==> src/muldiv_pkg.sv <==
package muldiv_pkg;

    // operand and hi/lo register width
    typedef logic [31:0] word_t;

    // full product, hi half in [63:32]
    typedef logic [63:0] dword_t;

    // issue operations
    typedef enum logic [2:0] {
        op_none  = 3'd0,
        op_mult  = 3'd1,   // signed multiply
        op_multu = 3'd2,   // unsigned multiply
        op_div   = 3'd3,   // signed divide
        op_divu  = 3'd4,   // unsigned divide
        op_mthi  = 3'd5,   // in0 -> hi
        op_mtlo  = 3'd6    // in0 -> lo
    } muldiv_op_t;

    // divider control FSM
    typedef enum logic [1:0] {
        idle   = 2'd0,
        run    = 2'd1,   // shift-subtract steps
        finish = 2'd2    // sign fix-up and done
    } div_state_t;

    // one write-back to the hi/lo pair
    typedef struct packed {
        logic  wr_hi;
        logic  wr_lo;
        word_t hi;
        word_t lo;
    } hilo_wr_t;

endpackage
==> src/muldiv_unit.sv <==
`timescale 1ns/1ps

module muldiv_unit import muldiv_pkg::*; #(
    parameter int MUL_STAGES = 2
) (
    input  logic       clk,
    input  logic       rst_n,
    input  muldiv_op_t op,
    input  word_t      in0,
    input  word_t      in1,
    output word_t      hi,
    output word_t      lo,
    output logic       ready
);

    logic accept;
    logic mul_start;
    logic mul_signed;
    logic div_start;
    logic div_signed;

    dword_t mul_product;
    logic   mul_done;
    word_t  div_quo;
    word_t  div_rem;
    logic   div_done;

    logic busy;
    logic busy_d;

    hilo_wr_t wr;

    // issue decode, ops ignored while ready is low
    always_comb begin
        accept     = ready && (op != op_none);
        mul_start  = accept && (op == op_mult || op == op_multu);
        mul_signed = (op == op_mult);
        div_start  = accept && (op == op_div || op == op_divu);
        div_signed = (op == op_div);
    end

    // busy from start until the matching done
    always_comb begin
        busy_d = busy;
        if (mul_start || div_start) begin
            busy_d = 1'b1;
        end else if (mul_done || div_done) begin
            busy_d = 1'b0;
        end
    end

    always_ff @(posedge clk) begin
        if (!rst_n) begin
            busy  <= 1'b0;
            ready <= 1'b0;   // low during reset
        end else begin
            busy  <= busy_d;
            ready <= !busy_d;
        end
    end

    // write-back select, only one source can finish per cycle
    always_comb begin
        wr = '0;
        if (mul_done) begin
            wr.wr_hi = 1'b1;
            wr.wr_lo = 1'b1;
            wr.hi    = mul_product[63:32];
            wr.lo    = mul_product[31:0];
        end else if (div_done) begin
            wr.wr_hi = 1'b1;
            wr.wr_lo = 1'b1;
            wr.hi    = div_rem;   // remainder to hi
            wr.lo    = div_quo;
        end else if (accept && op == op_mthi) begin
            wr.wr_hi = 1'b1;
            wr.hi    = in0;
        end else if (accept && op == op_mtlo) begin
            wr.wr_lo = 1'b1;
            wr.lo    = in0;
        end
    end

    mul_unit #(
        .MUL_STAGES (MUL_STAGES)
    ) u_mul (
        .clk       (clk),
        .rst_n     (rst_n),
        .start     (mul_start),
        .is_signed (mul_signed),
        .a         (in0),
        .b         (in1),
        .product   (mul_product),
        .done      (mul_done)
    );

    div_unit u_div (
        .clk       (clk),
        .rst_n     (rst_n),
        .start     (div_start),
        .is_signed (div_signed),
        .dividend  (in0),
        .divisor   (in1),
        .quotient  (div_quo),
        .remainder (div_rem),
        .done      (div_done)
    );

    hilo_regs u_hilo (
        .clk   (clk),
        .rst_n (rst_n),
        .wr    (wr),
        .hi    (hi),
        .lo    (lo)
    );

endmodule

==> src/hilo_regs.sv <==
`timescale 1ns/1ps

module hilo_regs import muldiv_pkg::*; (
    input  logic     clk,
    input  logic     rst_n,
    input  hilo_wr_t wr,
    output word_t    hi,
    output word_t    lo
);

    word_t hi_q;
    word_t lo_q;

    // hi and lo have their own enables
    always_ff @(posedge clk) begin
        if (!rst_n) begin
            hi_q <= '0;
            lo_q <= '0;
        end else begin
            if (wr.wr_hi) begin
                hi_q <= wr.hi;
            end
            if (wr.wr_lo) begin
                lo_q <= wr.lo;
            end
        end
    end

    // always visible, mfhi/mflo read these directly
    assign hi = hi_q;
    assign lo = lo_q;

endmodule

==> src/div_unit.sv <==
`timescale 1ns/1ps

module div_unit import muldiv_pkg::*; (
    input  logic  clk,
    input  logic  rst_n,
    input  logic  start,
    input  logic  is_signed,
    input  word_t dividend,
    input  word_t divisor,
    output word_t quotient,
    output word_t remainder,
    output logic  done
);

    div_state_t state;
    logic [4:0] cnt;          // step counter, 32 steps

    word_t rem_q;             // partial remainder
    word_t quo_q;             // dividend shifts out, quotient shifts in
    word_t dvs_q;             // divisor magnitude
    word_t dend_q;            // original dividend, for div by zero
    logic  neg_quo;
    logic  neg_rem;
    logic  dvz;

    word_t       dend_mag;
    word_t       dvs_mag;
    logic [32:0] shifted;
    logic [33:0] diff;

    // operand magnitudes at start
    always_comb begin
        dend_mag = (is_signed && dividend[31]) ? -dividend : dividend;
        dvs_mag  = (is_signed && divisor[31])  ? -divisor  : divisor;
    end

    // one restoring step
    always_comb begin
        shifted = {rem_q, quo_q[31]};
        diff    = {1'b0, shifted} - {2'b00, dvs_q};
    end

    // control state
    always_ff @(posedge clk) begin
        if (!rst_n) begin
            state <= idle;
            cnt   <= '0;
            done  <= 1'b0;
        end else begin
            done <= 1'b0;
            case (state)
                idle: begin
                    if (start) begin
                        state <= run;
                        cnt   <= '0;
                    end
                end
                run: begin
                    cnt <= cnt + 5'd1;
                    if (cnt == 5'd31) begin
                        state <= finish;
                    end
                end
                finish: begin
                    state <= idle;
                    done  <= 1'b1;   // results valid next cycle
                end
                default: state <= idle;
            endcase
        end
    end

    // datapath, payload only
    always_ff @(posedge clk) begin
        case (state)
            idle: begin
                if (start) begin
                    rem_q   <= '0;
                    quo_q   <= dend_mag;
                    dvs_q   <= dvs_mag;
                    dend_q  <= dividend;
                    neg_quo <= is_signed && (dividend[31] ^ divisor[31]);
                    neg_rem <= is_signed && dividend[31];   // follows the dividend
                    dvz     <= (divisor == '0);
                end
            end
            run: begin
                if (!diff[33]) begin
                    rem_q <= diff[31:0];
                    quo_q <= {quo_q[30:0], 1'b1};
                end else begin
                    rem_q <= shifted[31:0];   // restore
                    quo_q <= {quo_q[30:0], 1'b0};
                end
            end
            finish: begin
                if (dvz) begin
                    quotient  <= '1;
                    remainder <= dend_q;
                end else begin
                    // most negative / -1 wraps back to itself here
                    quotient  <= neg_quo ? -quo_q : quo_q;
                    remainder <= neg_rem ? -rem_q : rem_q;
                end
            end
            default: ;
        endcase
    end

endmodule

==> src/mul_unit.sv <==
`timescale 1ns/1ps

module mul_unit import muldiv_pkg::*; #(
    parameter int MUL_STAGES = 2
) (
    input  logic   clk,
    input  logic   rst_n,
    input  logic   start,
    input  logic   is_signed,
    input  word_t  a,
    input  word_t  b,
    output dword_t product,
    output logic   done
);

    logic signed [32:0] a_ext;
    logic signed [32:0] b_ext;
    logic signed [65:0] full_prod;

    dword_t                prod_q [MUL_STAGES];
    logic [MUL_STAGES-1:0] vld_q;

    // one extra bit so signed and unsigned share the same multiplier
    always_comb begin
        a_ext     = {is_signed & a[31], a};
        b_ext     = {is_signed & b[31], b};
        full_prod = a_ext * b_ext;
    end

    // product pipeline, no reset on payload
    always_ff @(posedge clk) begin
        prod_q[0] <= full_prod[63:0];
        for (int i = 1; i < MUL_STAGES; i++) begin
            prod_q[i] <= prod_q[i-1];
        end
    end

    // valid bit follows the data down the pipe
    always_ff @(posedge clk) begin
        if (!rst_n) begin
            vld_q <= '0;
        end else begin
            vld_q[0] <= start;
            for (int i = 1; i < MUL_STAGES; i++) begin
                vld_q[i] <= vld_q[i-1];
            end
        end
    end

    assign product = prod_q[MUL_STAGES-1];
    assign done    = vld_q[MUL_STAGES-1];   // last stage valid

endmodule

==> config.mk <==
export PLATFORM = sky130hd
export DESIGN_NAME = muldiv_unit
export DESIGN_NICKNAME = d
export VERILOG_FILES = /design/src/muldiv_pkg.sv /design/src/muldiv_unit.sv /design/src/hilo_regs.sv /design/src/div_unit.sv /design/src/mul_unit.sv
export SDC_FILE = /design/constraint.sdc
export NUM_CORES = 2
export LEC_CHECK = 0
export BUFFER_PORTS_ARGS = -buffer_cell sky130_fd_sc_hd__buf_4
export CORE_MARGIN = 1
export CORE_UTILIZATION = 30
export DETAILED_ROUTE_END_ITERATION = 16
export GPL_TIMING_DRIVEN = 0
export HOLD_SLACK_MARGIN = 0.05
export PLACE_DENSITY_LB_ADDON = 0.05
export SKIP_CTS_REPAIR_TIMING = 1
export SLEW_MARGIN = 20
export SYNTH_ARGS = -nofsm -noshare
export SYNTH_HDL_FRONTEND = slang
export SYNTH_SLANG_ARGS = --single-unit
==> constraint.sdc <==
create_clock -name clk -period 10.7 [get_ports clk]
set_input_delay 0.535 -clock clk [delete_from_list [all_inputs] [get_ports clk]]
set_output_delay 0.535 -clock clk [all_outputs]
set_load 0.02 [all_outputs]
After elaboration in Yosys (flattened, before gate mapping)
Memories as Yosys holds them, arrays and structs flattened. Index checks and enable logic that the tools add are counted.

Add/sub/neg operators: 6. $mul: 1. Equality and inequality tests: 11. Muxes and demuxes: 27. Bitwise gates (word level): 3. Reduce and logical (&&, ||, !) cells: 20.

Operators by type and width (count): 32-bit 2-to-1 mux (11); 66-bit 2-to-1 mux (2); 32-bit negator (4); 32-bit one-hot mux with 2 select lines (2); 33-bit by 33-bit multiplier with 64-bit output (1); 33-bit by 32-bit subtractor with 34-bit output (1); 32-bit zero test (1); 5-bit one-hot mux with 2 select lines (1); 3-bit == test, second input constant (3); 1-bit logical AND (8); 1-bit 2-to-1 mux (7); 3-bit by 2-bit == test with 1-bit output, second input constant (2); 2-bit AND reduction (3); 5-bit by 1-bit adder with 5-bit output, second input constant (1); 5-bit == test, second input constant (1); 5-bit 2-to-1 mux (1); 1-bit logical OR (4); 2-bit 2-to-1 mux (2); 2-bit one-hot mux with 2 select lines (1); 3-bit by 1-bit == test with 1-bit output, second input constant (1); 3-bit nonzero test (1); 1-bit AND (2); 2-bit by 1-bit == test with 1-bit output, second input constant (1); 2-bit == test, second input constant (1); 6 further kinds (6).

Flip-flop bits (word level): 271. Memory bits (writable): 128. Input bits: 69. Output and inout bits: 65. Logic and storage cells: 86. Memories: 1.

Memories: u_mul.prod_q (depth 2, width 64, read ports 2, clocked after Yosys merged registers in 0, write ports 2, line mul_unit.sv:20) `dword_t prod_q [MUL_STAGES];`.

Depth between registers and ports, before layout
Depth in word-level cells: 7. Depth in mapped cells: 33. Depth with buffers taken out: 29.

Cells and area by module
From an unflattened synthesis, not the netlist that was laid out.

Cell total of the unflattened synthesis: 5951. Area total of the unflattened synthesis: 57034.7 um^2.

Modules (own cells, without submodules): mul_unit (instances 1, cells each 4340, area an instance 40870.4 um^2, seq. area each 2602.5 um^2); div_unit (instances 1, cells each 1128, area an instance 11692.5 um^2, seq. area each 6015.8 um^2); hilo_regs (instances 1, cells each 207, area an instance 2492.4 um^2, seq. area each 1281.2 um^2); muldiv_unit (instances 1, cells each 276, area an instance 1979.4 um^2, seq. area each 40.0 um^2).

Least setup slack after synthesis
OpenSTA, ideal clock, no wires.

Path type: input port to flip-flop. Start: input op[2]. End: memory u_mul.prod_q[0][60] (netlist name). Setup time: 0.123 ns. Arrival time: 8.423 ns. Data required time: 10.577 ns. Slack: 2.153 ns. Stages: 29. Buffers on the path: 4. Cell sequence: clkbuf_1 nor3b_1 clkbuf_1 and2_1 clkbuf_1 nand2_1 inv_1 fa_1 fa_1 fa_1 inv_1 fa_1 fa_1 fa_1 fa_1 fa_1 inv_1 ha_1 clkbuf_1 a21oi_1 o21ai_0 a211oi_1 o21bai_1 a31oi_1 o21ai_0 a211o_1 a2111oi_0 o21bai_1 xor2_1.

RTL lines: from (decl) (line muldiv_unit.sv:8) `input muldiv_op_t op,`; to (decl) (line mul_unit.sv:20).

==> metrics.cfg <==
[status]
status = complete, no violations

[floorplanning]
die_y_um = 433
core_um2 = 184000
initial_utilization = 0.303
ios = 134
die_area_um2 = 187000
rows = 157
die_w_um = 433

[clock_network]
path_clk_slew_ns = 0.07
clkSinkCount = 399
cts_tree = done
root_buffer = clkbuf_16
numCtsBuffers = 42
cts-htree-levels = 2
ctsLongestPathBuffers = 3
insertion_delay_ns = 0.60

[global_route]
antenna_found_initial = 29
grt.total_usage = 0.260
grt-ovfl-total = 0
grt_pass1_wl_um = 339000
grt_max_degree = 46
grt_pass1_vias = 44000

[hold_path]
hp-start = in0[25]
whs_path_depth = 1
worstHoldPathType = in2reg
holdPathEnd = u_div.dend_q[25]$_DFFE_PP_

[logic_synthesis]
ys_seq_area_frac = 0.178
synth-main-ff-cell = dfxtp_1
netlist_instances = 5984
syn_area_per_cell_um2 = 9.31
synth_area_um2 = 55700
synth-edff-count = 195
yosys_warnings = 0
synth_nets = 7430
yosysUniqueCellTypes = 74
synth-seq-cells = 399
async_reset_ff_frac = 0

[drt]
vias = 41600
ant_nets = 0
drc = 0
routed_via_density = 4.80
wire_per_inst_um = 27.9
routed_wl_um = 241000
drt_iter0_drc = 3072
first_pass_iters = 5

[sta]
finalSetupViolations = 0
min_period_ns = 10.23
relSlewSlack = 0.157
post-route-period-util = 0.956
finalHoldViolations = 0
skew_ns = 0.0414
max_freq_ghz = 0.0978
worst_slew_pin_slew_ns = 1.26
final_max_slew_viol_count = 0
rsz0062_at_grt = false

[job]
max-cap-violations = 0

[place]
routabilityCongestion = 0.911
portBuffers = 111
dp.cells = 8578
dp_hpwl_um = 201000
dpl_cell_area_um2 = 60200

[finish]
area_growth_pct = 10.7
fin_util = 0.336
nNetsFinal = 7603
layoutNonFillerInstCount = 8666
drive_gt1_frac = 0.0489
finalInstanceArea_um2 = 61600

[setup_path]
reg2reg_to = u_div.rem_q[30]$_SDFFCE_PN0P_
critical_path_class = in2reg
reg2reg_slack_ns = 6.53
cp-end-kind = register
r2r_cells = 13
required_ns = 11.16
worstPathMaxFanout = 10
start_kind = primary input
r2r_start = u_div.quo_q[31]$_DFFE_PP_
crit_arrival_ns = 10.69

-- flip-flops by register name (all words and copies together) (netlist names) --
register / count
u_div.quo_q: 32
u_div.dvz: 1
u_hilo.hi: 32
u_mul.vld_q: 2
u_div.quotient: 32
u_div.dvs_q: 32
u_div.state: 2
u_div.remainder: 32
u_div.neg_rem: 1
busy: 1
u_div.cnt: 5
u_hilo.lo: 32
u_div.rem_q: 32
u_div.done: 1
ready: 1
u_div.neg_quo: 1
u_mul.prod_q: 128
u_div.dend_q: 32
-- how the worst max path moves through the flow --
stage,startpoint,endpoint,slack [ns],depth (start not counted)
after floorplan,op[2],u_mul.prod_q[0][60]$_DFF_P_,2.15,29
after global placement,op[2],u_mul.prod_q[0][60]$_DFF_P_,-2.38,29
after detailed placement,op[2],u_mul.prod_q[0][60]$_DFF_P_,-0.75,28
after CTS,op[2],u_mul.prod_q[0][60]$_DFF_P_,-0.15,28
after global routing,in0[31],u_mul.prod_q[0][60]$_DFF_P_,0.17,27
final,in0[31],u_mul.prod_q[0][60]$_DFF_P_,0.47,27
-- through the flow --
| stage | setup TNS [ns] | hold slack (ns) | setup WS [ns] |
|---|---|---|---|
| 2_1_floorplan | 0 | 0.310 | 2.15 |
| 3_3_place_gp | -36.89 | 0.311 | -2.38 |
| 3_5_place_dp | -5.56 | 0.312 | -0.755 |
| 4_1_cts | -0.202 | 0.0888 | -0.149 |
| 5_1_grt | 0 | 0.101 | 0.170 |
| 6_report | 0 | 0.130 | 0.473 |
-- synthesized netlist by cell type (all sizes together), types with 20 or more instances --
cell type,instances,area (um^2)
xor2,101,885
buf,73,282
or3,24,165
edfxtp,195,5860
dfxtp,204,4080
nand3,42,210
fa,1126,22500
and3,37,231
o31ai,28,224
o21ai,220,1100
inv,1199,4500
nand2,1016,3820
nor3,32,160
mux2i,59,591
nor2,174,653
ha,251,3140
a21oi,189,946
clkbuf,275,1040
a21o,29,218
xnor2,107,937
and2,361,2260
nor4,20,155
-- layer usage --
layer / routed length [um] / vias up / GRT usage / part of all wire
met2: 112000 / 1205 / 0.423 / 0.46
li1: - / 18400 / - / -
met4: 7670 / 6 / 0.0759 / 0.032
met1: 110000 / 21800 / 0.365 / 0.45
met5: 48 / - / 0 / 0.00020
met3: 12200 / 217 / 0.0227 / 0.051
-- critical path, cell delays in order --
cell and delay (ns):
buf_4 0.13, clkbuf_2 0.50, clkbuf_1 0.79, clkbuf_1 0.87, nand2_1 0.20, fa_1 0.56, fa_1 0.57, inv_1 0.11
fa_1 0.49, fa_1 0.42, inv_1 0.17, fa_1 0.45, fa_1 0.65, fa_1 0.46, fa_1 0.67, inv_1 0.09
ha_1 0.37, a21oi_1 0.20, o21ai_0 0.18, a211oi_1 0.26, o21bai_1 0.10, a31oi_1 0.39, o21ai_0 0.34, a211o_1 0.40
a2111oi_0 0.41, o21bai_1 0.14, xor2_1 0.17
-- final cells by class --
type / count / area [um^2]
clock inverters: 23 / 216
flip-flops and latches: 399 / 9940
plain buffers: 347 / 1390
multi-input cells: 4038 / 40000
clock buffers: 55 / 1200
inverters: 1199 / 4500
diodes: 11 / 27.5
repair buffers: 130 / 1300
fillers: 19300 / 122000
well taps: 2464 / 3080
-- placed cells by master (no fill, tap or decap), types with 14 or more instances in the layout --
cell type | synthesis | layout
o31ai_1 | 27 | 27
buf_4 | 0 | 111
or3_1 | 21 | 21
nor2b_1 | 18 | 17
xnor2_1 | 107 | 107
and2_1 | 361 | 361
nor3_1 | 32 | 32
xor2_1 | 101 | 101
a211oi_1 | 18 | 17
a31oi_1 | 17 | 17
a21oi_1 | 189 | 189
nor2_1 | 174 | 174
inv_1 | 1199 | 1198
clkbuf_2 | 0 | 56
mux2i_1 | 59 | 59
nand3_1 | 42 | 42
a21o_1 | 29 | 29
buf_1 | 72 | 69
ha_1 | 251 | 251
dfxtp_1 | 204 | 204
nand2_1 | 1015 | 1014
clkbuf_1 | 274 | 223
clkbuf_16 | 0 | 45
and3_1 | 37 | 37
nand2b_1 | 19 | 19
o21bai_1 | 17 | 17
fa_1 | 1126 | 1125
o21ai_0 | 217 | 217
nor4_1 | 18 | 18
o41ai_1 | 14 | 14
edfxtp_1 | 195 | 195
-- logic make-up (layout without fill, tap and decap cells) --
| group | Yosys count | in the layout | synth area share |
|---|---|---|---|
| muxes | 60 | 60 | 0.0109 |
| adders and majority gates | 1377 | 1377 | 0.461 |
| buffers and inverters | 1547 | 1754 | 0.104 |
| other | 0 | 11 | 0 |
| AOI/OAI and AO/OA | 593 | 593 | 0.0630 |
| xor gates and xnor gates | 208 | 208 | 0.0327 |
| and+or+nand+nor | 1800 | 1800 | 0.149 |
| DFF | 399 | 399 | 0.178 |
Power is not shown: default switching activity piles up to over one toggle a cycle in this logic, so the estimate is an artifact.
